[src/design/trace_pkg.sv]
// commit trace shared definitions

package trace_pkg;

  // ----------------------------------------
  // widths and words
  // ----------------------------------------
  localparam int unsigned PcWidth = 64;

  typedef logic [PcWidth-1:0] pc_t;

  // mcause layout, top bit flags an interrupt
  typedef logic [63:0] cause_t;

  localparam int unsigned CauseIrqBit = 63;

  typedef logic [63:0] counter_t;

  // ----------------------------------------
  // performance counter map
  // ----------------------------------------
  typedef logic [1:0] perf_addr_t;

  // instructions retired without exception
  localparam perf_addr_t PerfInstret   = 2'd0;
  // synchronous exceptions
  localparam perf_addr_t PerfException = 2'd1;
  localparam perf_addr_t PerfInterrupt = 2'd2;
  // pcs lost on a full queue
  localparam perf_addr_t PerfDropped   = 2'd3;

endpackage

[src/design/commit_if.sv]
// commit port bundle

`timescale 1ns/1ps

interface commit_if #(
  parameter int unsigned NrCommitPorts = 2
);

  // one lane per commit port
  logic [NrCommitPorts-1:0]                  ack;
  trace_pkg::pc_t [NrCommitPorts-1:0]        pc;
  logic [NrCommitPorts-1:0]                  ex_valid;
  trace_pkg::cause_t [NrCommitPorts-1:0]     cause;

  // commit side drives the bundle
  modport src (
    output ack,
    output pc,
    output ex_valid,
    output cause
  );

  // queues and counters only watch
  modport mon (
    input ack,
    input pc,
    input ex_valid,
    input cause
  );

endinterface

[src/design/pc_queue_bank.sv]
// per-port pc queues

`timescale 1ns/1ps

module pc_queue_bank #(
  parameter int unsigned NrCommitPorts = 2,
  parameter int unsigned QueueDepth    = 4
) (
  input  logic                               clk_i,
  input  logic                               rst_ni,
  commit_if.mon                              commit,
  input  logic [NrCommitPorts-1:0]           pop_i,
  output trace_pkg::pc_t [NrCommitPorts-1:0] head_pc_o,
  output logic [NrCommitPorts-1:0]           nonempty_o,
  output logic [NrCommitPorts-1:0]           drop_o
);

  localparam int unsigned PtrWidth   = (QueueDepth > 1) ? $clog2(QueueDepth) : 1;
  localparam int unsigned CountWidth = $clog2(QueueDepth + 1);

  // ring pointer step with explicit wrap
  function automatic logic [PtrWidth-1:0] ptr_inc(input logic [PtrWidth-1:0] ptr);
    if (ptr == PtrWidth'(QueueDepth - 1)) begin
      return '0;
    end
    return ptr + 1'b1;
  endfunction

  for (genvar p = 0; p < NrCommitPorts; p++) begin : gen_queue
    trace_pkg::pc_t          mem_q [QueueDepth];
    logic [PtrWidth-1:0]     wr_ptr_q;
    logic [PtrWidth-1:0]     rd_ptr_q;
    logic [CountWidth-1:0]   count_q;
    logic                    retire;
    logic                    full;
    logic                    push;

    // only clean retires are traced
    assign retire = commit.ack[p] & ~commit.ex_valid[p];
    assign full   = (count_q == CountWidth'(QueueDepth));

    // a pop in the same cycle frees the slot we write into
    assign push      = retire & (~full | pop_i[p]);
    assign drop_o[p] = retire & full & ~pop_i[p];

    assign head_pc_o[p]  = mem_q[rd_ptr_q];
    assign nonempty_o[p] = (count_q != '0);

    always_ff @(posedge clk_i or negedge rst_ni) begin
      if (!rst_ni) begin
        wr_ptr_q <= '0;
        rd_ptr_q <= '0;
        count_q  <= '0;
      end else begin
        if (push) begin
          wr_ptr_q <= ptr_inc(wr_ptr_q);
        end
        if (pop_i[p]) begin
          rd_ptr_q <= ptr_inc(rd_ptr_q);
        end
        unique case ({push, pop_i[p]})
          2'b10:   count_q <= count_q + 1'b1;
          2'b01:   count_q <= count_q - 1'b1;
          default: count_q <= count_q;
        endcase
      end
    end

    // storage
    always_ff @(posedge clk_i) begin
      if (push) begin
        mem_q[wr_ptr_q] <= commit.pc[p];
      end
    end
  end

endmodule

[src/design/trace_arbiter.sv]
// round-robin trace merge

`timescale 1ns/1ps

module trace_arbiter #(
  parameter int unsigned NrCommitPorts = 2,
  parameter int unsigned TraceCredits  = 2,
  localparam int unsigned PortIdxWidth = (NrCommitPorts > 1) ? $clog2(NrCommitPorts) : 1
) (
  input  logic                               clk_i,
  input  logic                               rst_ni,
  input  trace_pkg::pc_t [NrCommitPorts-1:0] head_pc_i,
  input  logic [NrCommitPorts-1:0]           nonempty_i,
  output logic [NrCommitPorts-1:0]           pop_o,
  input  logic                               trace_credit_i,
  output logic                               trace_valid_o,
  output trace_pkg::pc_t                     trace_pc_o,
  output logic [PortIdxWidth-1:0]            trace_port_o
);

  localparam int unsigned CreditWidth = $clog2(TraceCredits + 1);

  logic [PortIdxWidth-1:0] rr_q;
  logic [PortIdxWidth-1:0] rr_d;
  logic [CreditWidth-1:0]  credit_q;
  logic [CreditWidth-1:0]  credit_d;
  logic                    grant;
  logic [PortIdxWidth-1:0] grant_idx;

  logic                    valid_q;
  trace_pkg::pc_t          pc_q;
  logic [PortIdxWidth-1:0] port_q;

  // port index off steps past base, modulo port count
  function automatic logic [PortIdxWidth-1:0] port_at(
    input logic [PortIdxWidth-1:0] base,
    input int unsigned             off
  );
    int unsigned idx;
    idx = base;
    idx = (idx + off) % NrCommitPorts;
    return PortIdxWidth'(idx);
  endfunction

  // ----------------------------------------
  // grant selection
  // ----------------------------------------
  always_comb begin
    grant     = 1'b0;
    grant_idx = rr_q;
    if (credit_q != '0) begin
      // first nonempty queue at or after the pointer
      for (int unsigned off = 0; off < NrCommitPorts; off++) begin
        if (!grant && nonempty_i[port_at(rr_q, off)]) begin
          grant     = 1'b1;
          grant_idx = port_at(rr_q, off);
        end
      end
    end
  end

  for (genvar p = 0; p < NrCommitPorts; p++) begin : gen_pop
    assign pop_o[p] = grant & (grant_idx == PortIdxWidth'(p));
  end

  assign rr_d = grant ? port_at(grant_idx, 1) : rr_q;

  // spend and return in one cycle cancel
  always_comb begin
    unique case ({grant, trace_credit_i})
      2'b10:   credit_d = credit_q - 1'b1;
      2'b01:   credit_d = credit_q + 1'b1;
      default: credit_d = credit_q;
    endcase
  end

  // ----------------------------------------
  // state and output register
  // ----------------------------------------
  always_ff @(posedge clk_i or negedge rst_ni) begin
    if (!rst_ni) begin
      rr_q     <= '0;
      credit_q <= CreditWidth'(TraceCredits);
      valid_q  <= 1'b0;
    end else begin
      rr_q     <= rr_d;
      credit_q <= credit_d;
      valid_q  <= grant;
    end
  end

  always_ff @(posedge clk_i) begin
    if (grant) begin
      pc_q   <= head_pc_i[grant_idx];
      port_q <= grant_idx;
    end
  end

  assign trace_valid_o = valid_q;
  assign trace_pc_o    = pc_q;
  assign trace_port_o  = port_q;

endmodule

[src/design/perf_counters.sv]
// commit event counters

`timescale 1ns/1ps

module perf_counters #(
  parameter int unsigned NrCommitPorts = 2
) (
  input  logic                     clk_i,
  input  logic                     rst_ni,
  commit_if.mon                    commit,
  input  logic [NrCommitPorts-1:0] drop_i,
  input  trace_pkg::perf_addr_t    addr_i,
  output trace_pkg::counter_t      data_o
);

  localparam int unsigned NrCounters = 2 ** $bits(trace_pkg::perf_addr_t);
  localparam int unsigned IncWidth   = $clog2(NrCommitPorts + 1);

  trace_pkg::counter_t   cnt_q [NrCounters];
  logic [IncWidth-1:0]   inc   [NrCounters];

  // ----------------------------------------
  // per-cycle event totals
  // ----------------------------------------
  always_comb begin
    for (int unsigned k = 0; k < NrCounters; k++) begin
      inc[k] = '0;
    end
    for (int unsigned p = 0; p < NrCommitPorts; p++) begin
      if (commit.ack[p]) begin
        if (!commit.ex_valid[p]) begin
          inc[trace_pkg::PerfInstret] = inc[trace_pkg::PerfInstret] + 1'b1;
        end else if (commit.cause[p][trace_pkg::CauseIrqBit]) begin
          inc[trace_pkg::PerfInterrupt] = inc[trace_pkg::PerfInterrupt] + 1'b1;
        end else begin
          inc[trace_pkg::PerfException] = inc[trace_pkg::PerfException] + 1'b1;
        end
      end
      // drops come from the queue bank, already qualified
      if (drop_i[p]) begin
        inc[trace_pkg::PerfDropped] = inc[trace_pkg::PerfDropped] + 1'b1;
      end
    end
  end

  // ----------------------------------------
  // counters
  // ----------------------------------------
  always_ff @(posedge clk_i or negedge rst_ni) begin
    if (!rst_ni) begin
      for (int unsigned k = 0; k < NrCounters; k++) begin
        cnt_q[k] <= '0;
      end
    end else begin
      for (int unsigned k = 0; k < NrCounters; k++) begin
        cnt_q[k] <= cnt_q[k] + trace_pkg::counter_t'(inc[k]);
      end
    end
  end

  // read port, same cycle
  assign data_o = cnt_q[addr_i];

endmodule

[src/design/commit_trace_top.sv]
// commit trace and counters top level

`timescale 1ns/1ps

module commit_trace_top #(
  parameter int unsigned NrCommitPorts = 2,
  parameter int unsigned QueueDepth    = 4,
  parameter int unsigned TraceCredits  = 2,
  localparam int unsigned PortIdxWidth = (NrCommitPorts > 1) ? $clog2(NrCommitPorts) : 1
) (
  input  logic                                  clk_i,
  input  logic                                  rst_ni,
  // commit ports
  input  logic [NrCommitPorts-1:0]              commit_ack_i,
  input  trace_pkg::pc_t [NrCommitPorts-1:0]    commit_pc_i,
  input  logic [NrCommitPorts-1:0]              commit_ex_valid_i,
  input  trace_pkg::cause_t [NrCommitPorts-1:0] commit_cause_i,
  // credited trace stream
  output logic                                  trace_valid_o,
  output trace_pkg::pc_t                        trace_pc_o,
  output logic [PortIdxWidth-1:0]               trace_port_o,
  input  logic                                  trace_credit_i,
  // counter read
  input  trace_pkg::perf_addr_t                 perf_addr_i,
  output trace_pkg::counter_t                   perf_data_o
);

  // ----------------------------------------
  // commit bundle
  // ----------------------------------------
  commit_if #(
    .NrCommitPorts ( NrCommitPorts )
  ) commit_bus ();

  assign commit_bus.ack      = commit_ack_i;
  assign commit_bus.pc       = commit_pc_i;
  assign commit_bus.ex_valid = commit_ex_valid_i;
  assign commit_bus.cause    = commit_cause_i;

  // queue <-> arbiter
  trace_pkg::pc_t [NrCommitPorts-1:0] head_pc;
  logic [NrCommitPorts-1:0]           nonempty;
  logic [NrCommitPorts-1:0]           pop;
  // queue -> counters
  logic [NrCommitPorts-1:0]           drop;

  // ----------------------------------------
  // pc queues
  // ----------------------------------------
  pc_queue_bank #(
    .NrCommitPorts ( NrCommitPorts ),
    .QueueDepth    ( QueueDepth    )
  ) i_pc_queue_bank (
    .clk_i      ( clk_i      ),
    .rst_ni     ( rst_ni     ),
    .commit     ( commit_bus ),
    .pop_i      ( pop        ),
    .head_pc_o  ( head_pc    ),
    .nonempty_o ( nonempty   ),
    .drop_o     ( drop       )
  );

  // ----------------------------------------
  // trace merge
  // ----------------------------------------
  trace_arbiter #(
    .NrCommitPorts ( NrCommitPorts ),
    .TraceCredits  ( TraceCredits  )
  ) i_trace_arbiter (
    .clk_i          ( clk_i          ),
    .rst_ni         ( rst_ni         ),
    .head_pc_i      ( head_pc        ),
    .nonempty_i     ( nonempty       ),
    .pop_o          ( pop            ),
    .trace_credit_i ( trace_credit_i ),
    .trace_valid_o  ( trace_valid_o  ),
    .trace_pc_o     ( trace_pc_o     ),
    .trace_port_o   ( trace_port_o   )
  );

  // ----------------------------------------
  // event counters
  // ----------------------------------------
  perf_counters #(
    .NrCommitPorts ( NrCommitPorts )
  ) i_perf_counters (
    .clk_i  ( clk_i       ),
    .rst_ni ( rst_ni      ),
    .commit ( commit_bus  ),
    .drop_i ( drop        ),
    .addr_i ( perf_addr_i ),
    .data_o ( perf_data_o )
  );

endmodule

[config.mk]
export PLATFORM = sky130hd
export DESIGN_NAME = commit_trace_top
export DESIGN_NICKNAME = d
export VERILOG_FILES = /design/src/design/trace_pkg.sv /design/src/design/commit_if.sv /design/src/design/pc_queue_bank.sv /design/src/design/trace_arbiter.sv /design/src/design/perf_counters.sv /design/src/design/commit_trace_top.sv
export SDC_FILE = /design/constraint.sdc
export NUM_CORES = 1
export LEC_CHECK = 0
export BUFFER_PORTS_ARGS = -buffer_cell sky130_fd_sc_hd__buf_4
export CELL_PAD_IN_SITES_DETAIL_PLACEMENT = 0
export CELL_PAD_IN_SITES_GLOBAL_PLACEMENT = 1
export CORE_MARGIN = 2
export CORE_UTILIZATION = 50
export DETAILED_ROUTE_END_ITERATION = 10
export GPL_ROUTABILITY_DRIVEN = 0
export PLACE_DENSITY = 0.82
export SKIP_LAST_GASP = 1
export SLEW_MARGIN = 20
export SYNTH_ARGS = -nofsm -noshare
export SYNTH_HDL_FRONTEND = slang
export SYNTH_SLANG_ARGS = --single-unit
[constraint.sdc]
create_clock -name clk_i -period 9 [get_ports clk_i]
set_input_delay 1.8 -clock clk_i [delete_from_list [all_inputs] [get_ports clk_i]]
set_output_delay 1.8 -clock clk_i [all_outputs]
set_load 0.05 [all_outputs]
# --- After elaboration in Yosys (flattened, before gate mapping) ---
# Memory sizes are Yosys's and may differ from the RTL's.
# Index checks and enable logic that the tools add are counted.
totals:
  register_bits: 339
  ram_bits: 512
  out_inout_bits: 130
  elab_cells: 131
  n_memories: 2
mem_list:
  columns: ["name", "words", "word_bits", "rd", "rd_clocked_by_memory_dff", "write_ports", "line", "source"]
  rows:
  - ["i_pc_queue_bank.gen_queue[0].mem_q", 4, 64, 1, 0, 1, "pc_queue_bank.sv:30", "trace_pkg::pc_t mem_q [QueueDepth];"]
  - ["i_pc_queue_bank.gen_queue[1].mem_q", 4, 64, 1, 0, 1, "pc_queue_bank.sv:30", null]
classes:
  addsub: 20
  n_lt_le_gt_ge: 4
  eq_ne: 12
  muxes: 50
  bitwise_logic: 20
  n_reduce_logical: 8
ops:
  columns: ["operator", "count"]
  rows:
  - ["adder 64 x 2 -> 64 bit", 4]
  - ["two-way mux 64 bit", 4]
  - ["binary-select mux 64 bit (select 2 bit)", 1]
  - ["two-way mux 1 bit", 26]
  - ["two-way mux 2 bit", 12]
  - ["adder 2 x 1 -> 2 bit, second input constant", 7]
  - ["== test 2 bit, second input constant", 7]
  - ["case mux 3 bit (2 select lines)", 2]
  - ["bitwise AND 1 bit", 10]
  - ["two-way mux 4 bit", 2]
  - ["nonzero test 2 bit", 4]
  - ["NOT 1 bit", 7]
  - ["adder 3 x 1 -> 3 bit, second input constant", 2]
  - ["== test 2 x 1 -> 1 bit, second input constant", 3]
  - ["== test 3 bit, second input constant", 2]
  - ["less-than comparator 1 x 2 -> 1 bit, second input constant", 3]
  - ["two-way mux 6 bit", 1]
  - ["nonzero test 3 bit", 2]
  - ["subtractor 3 x 1 -> 3 bit, second input constant", 2]
  - ["two-way mux 5 bit", 1]
  - ["adder 1 x 1 -> 2 bit, second input constant", 2]
  - ["case mux 2 bit (2 select lines)", 1]
  - ["greater-or-equal comparator 3 bit, second input constant", 1]
  - ["NOT 2 -> 3 bit", 1]
  - ["5 further kinds", 7]

# --- Depth between registers and ports, before layout ---
logic_depth:
  ltp_word: 17
  mapped_depth: 15
  ltp_nobuf: 14

# --- Cells and area by module ---
# Synthesis repeated with hierarchy kept, for this count alone.
hier_totals:
  cells_unflattened: 2138
  area_unflattened_um2: 36110.9
by_module_without_submodules:
  columns: ["module", "n_inst", "cells_each", "area_each_um2", "seq_area_each_um2"]
  rows:
  - ["pc_queue_bank", 1, 772, 19492.4, 15725.1]
  - ["perf_counters", 1, 1209, 13434.1, 6406.1]
  - ["trace_arbiter", 1, 157, 3184.3, 2053.2]

# --- Worst setup path after synthesis ---
# OpenSTA, ideal clock, no wires.
synth_timing:
  kind: "input port to output port"
  startpoint: "input perf_addr_i[0]"
  endpoint: "output perf_data_o[10]"
  arrival_ps: 3449
  required_ps: 7200
  setup_slack_ps: 3751
  path_stages: 3
  n_path_buf: 2
  path_cell_list: "clkbuf_1 buf_1 mux4_2"
synth_via:
  elab_chain_cells: 4
synth_rtl:
  columns: ["element", "line", "source"]
  rows:
  - ["start: declaration", "commit_trace_top.sv:24", "input trace_pkg::perf_addr_t perf_addr_i,"]
  - ["NOT 2 -> 3 bit (implied by the code)", "perf_counters.sv:62", "assign data_o = cnt_q[addr_i];"]
  - ["binary-select mux 64 bit (select 2 bit)", "perf_counters.sv:62", null]
  - ["two-way mux 64 bit (implied by the code) (2 in a row)", "perf_counters.sv:62", null]
  - ["end: declaration", "commit_trace_top.sv:25", "output trace_pkg::counter_t perf_data_o"]
# No other way between the ends. The select of a mux whose other input is x is not followed.

# --- Final worst setup path ---
layout_timing:
  startpoint: "input perf_addr_i[0]"
  endpoint: "output perf_data_o[33]"
# The elaborated chain is that of the path after synthesis.

==> qor.csv <==
stage,metric,value,unit
outcome,status,finished clean,
floorplan,design.portCount,395,
clock_network,clk_pin_slew_worst_paths,0.05,ns
detailed_routing,drc,0,
global_route,grt_pass1_vias,20500,
place,dp_hpwl,53000,um
clock_network,ctsResizeCount,0,
timing,fin_skew,0.0293,ns
power,p_int,8.26,mW
logic_synthesis,ys_types,45,
power,power.share.switching,0.307,
logic_synthesis,synth_ff_type,edfxtp_1,
logic_synthesis,ys_top_cells_by_count,"577 x edfxtp_1, 273 x dfrtp_1, 192 x mux4_2",
timing,fmax,177,MHz
place,placed_cells,3236,
layout,fin_util,0.592,
logic_synthesis,synth_area_leader_cell,edfxtp_1,
detailed_routing,wl_per_cell,23.9,um
clock_network,htreeDepth,3,
logic_synthesis,async_flop_share,0.322,
logic_synthesis,seq_area_frac_synth,0.685,
timing,setup_viol,0,
timing,tightest_slew,1.11,ns
logic_synthesis,syn_nets,2365,
timing,slew_viol_final,0,
timing,rsz0062_at_grt,false,
layout,drive_gt1_frac,0.290,
detailed_routing,drtPass1Iterations,5,
setup_path,startpoint_type,primary input,
floorplan,die_y,270,um
setup_path,critical_path.max_fanout,33,
floorplan,die_x,270,um
setup_path,crit_type,in2out,
timing,hold_slack,0.470,ns
place,pre_cts_slack,3.23,ns
timing,fin_crit_sh,0.627,
layout,syn_to_final_growth,17.5,%
layout,nets,2684,
layout,final_cell_area,41500,sq um
logic_synthesis,yosys_warnings,0,
power,power_density,287,nW/um^2
floorplan,initial_core_util,0.504,
setup_path,end_kind,output port,
detailed_routing,vias,19500,
place,postPlaceCellArea,38500,sq um
global_route,grt_pass1_wl,125000,um
setup_path,worst_ep_required_time,7.20,ns
timing,setup_ws,3.35,ns
power,power,11.9,mW
job,maxCapViolCount,0,
global_route,grt_overflow,0,
clock_network,cts-root-buf,clkbuf_16,
logic_synthesis,yosys-top-cells-area,"edfxtp_1 49%, dfrtp_1 19%, mux4_2 12%",
timing,fin_crit,5.65,ns
clock_network,cts_tree,done,
global_route,antenna_found_initial,14,
global_route,grt_use_total,0.228,
floorplan,core,70000,sq um
power,pwr-share-seq,0.437,
floorplan,rows,97,
clock_network,postCtsSetupRepairBufs,0,
clock_network,clk_path_buf_depth,3,
logic_synthesis,mappedNetlistArea,35300,sq um
place,port_buffers,268,
layout,fin_cells,3409,
power,p_sw,3.66,mW
timing,slew_headroom,0.259,
timing,hold_violations,0,
detailed_routing,drt_iter0_markers,1621,
power,power_frac_clock,0.305,
setup_path,worstPathArrival,3.85,ns
timing,tns,0,ns
detailed_routing,vias_per_cell,5.73,
global_route,grt_max_degree,142,
power,irDropWorstVdd,189,uV
logic_synthesis,synth_top_area_frac,0.491,
logic_synthesis,synth_area_per_cell,17.1,sq um
logic_synthesis,syn-instance-count,2069,
power,pwr-share-comb,0.258,
logic_synthesis,yosys.cell_count.top_type,edfxtp_1,
clock_network,hold_buffers,0,
logic_synthesis,synth-edff-count,577,
detailed_routing,final_antenna_net_count,0,
worst_hold_path,min_path_type,reg2reg,
detailed_routing,routed_wl,81500,um
floorplan,die-area,72800,sq um
clock_network,clock_latency,0.66,ns
power,cellLeakagePower,15.8,nW
clock_network,clock-sinks,851,
logic_synthesis,ys_seq_elements,851,
clock_network,numCtsBuffers,88,
-- critical path, cell delays in order --
cell	delay, ns
buf_4	0.53
buf_4	0.62
mux4_2	0.64
buf_4	0.22
-- flip-flops by register name, summed over array words and instances (netlist names) --
name                                count
i_trace_arbiter.trace_pc_o             64
i_pc_queue_bank.gen_queue.count_q       6
i_trace_arbiter.trace_valid_o           1
i_trace_arbiter.trace_port_o            1
i_trace_arbiter.rr_q                    1
i_perf_counters.cnt_q                 256
i_pc_queue_bank.gen_queue.rd_ptr_q      4
i_trace_arbiter.credit_q                2
i_pc_queue_bank.gen_queue.mem_q       512
i_pc_queue_bank.gen_queue.wr_ptr_q      4
-- metal layers --
| metal | vias up | global-route usage | part of all wire |
|---|---|---|---|
| li1 | 8559 | - | - |
| met1 | 10200 | 0.299 | 0.40 |
| met2 | 664 | 0.377 | 0.49 |
| met3 | 128 | 0.0571 | 0.078 |
| met4 | 16 | 0.0743 | 0.026 |
| met5 | - | 0 | 0.0012 |
-- logic make-up after synthesis --
family          synth area share
flops                      0.685
simple gates              0.0788
mux                        0.145
xor+xnor                  0.0638
buf+inv                   0.0125
fa+ha+maj                 0.0123
compound gates           0.00262
-- cells in the final DEF, fill, tap and decap left out, drive strengths merged, types with 2 or more instances in the layout --
master    synthesis  routed
nor2b             5       5
buf              27     289
or4               5       5
clkinvlp          0       4
inv              55      56
nor4b             2       2
xor2            102     102
a21oi             5       5
nor3             40      40
bufinv            0       7
nand4            73      73
o21ai             6       6
nand2           122     122
clkbuf           33     112
nand4b            2       2
or4b              2       2
dfrtp           273     273
and3             38      38
diode             0       6
nor2            105     105
and4             16      16
or3               8       8
nand3            81      81
nand2b            5       5
nor4             14      14
mux2             70      70
a21o              3       3
mux4            192     192
or2               2       2
and2             13      13
clkinv            0      41
edfxtp          577     577
fa                6       6
xnor2           155     155
ha               25      25
-- power by group through the flow --
stage / clock, mW / combinational (mW) / sequential (mW)
floorplan: 0 / 1.74 / 5.67
global placement: 0 / 3.04 / 5.27
detailed placement: 0 / 3.11 / 5.30
CTS: 3.70 / 3.12 / 5.23
global route: 3.87 / 3.27 / 5.27
finish: 3.64 / 3.08 / 5.21
-- path summary, 6_finish.rpt --
path                                                    startpoint                                        to  slack (ns)  cells after the start
min in group asynchronous                                   rst_ni                i_perf_counters.cnt_q[109]        1.09                      1
hold / removal                           i_perf_counters.cnt_q[63]                 i_perf_counters.cnt_q[63]        0.47                      1
hold reg to reg                          i_perf_counters.cnt_q[63]                 i_perf_counters.cnt_q[63]        0.47                      1
max in group asynchronous                                   rst_ni  i_pc_queue_bank.gen_queue[1].rd_ptr_q[0]        6.43                      2
setup reg to reg           i_pc_queue_bank.gen_queue[0].count_q[2]                 i_perf_counters.cnt_q[62]        3.73                     13
setup / recovery                                    perf_addr_i[0]                           perf_data_o[33]        3.35                      4
-- area by class of cell --
| type | instances | area (sq um) |
|---|---|---|
| clock buffers | 112 | 2380 |
| clock inverters | 53 | 552 |
| fillers | 5164 | 28500 |
| multi-input cells | 1103 | 10700 |
| flip-flops and latches | 851 | 24200 |
| diodes | 6 | 15.0 |
| inverters | 55 | 206 |
| repair buffers | 289 | 2220 |
| well taps | 940 | 1180 |
(Power assumes the default switching activity.)
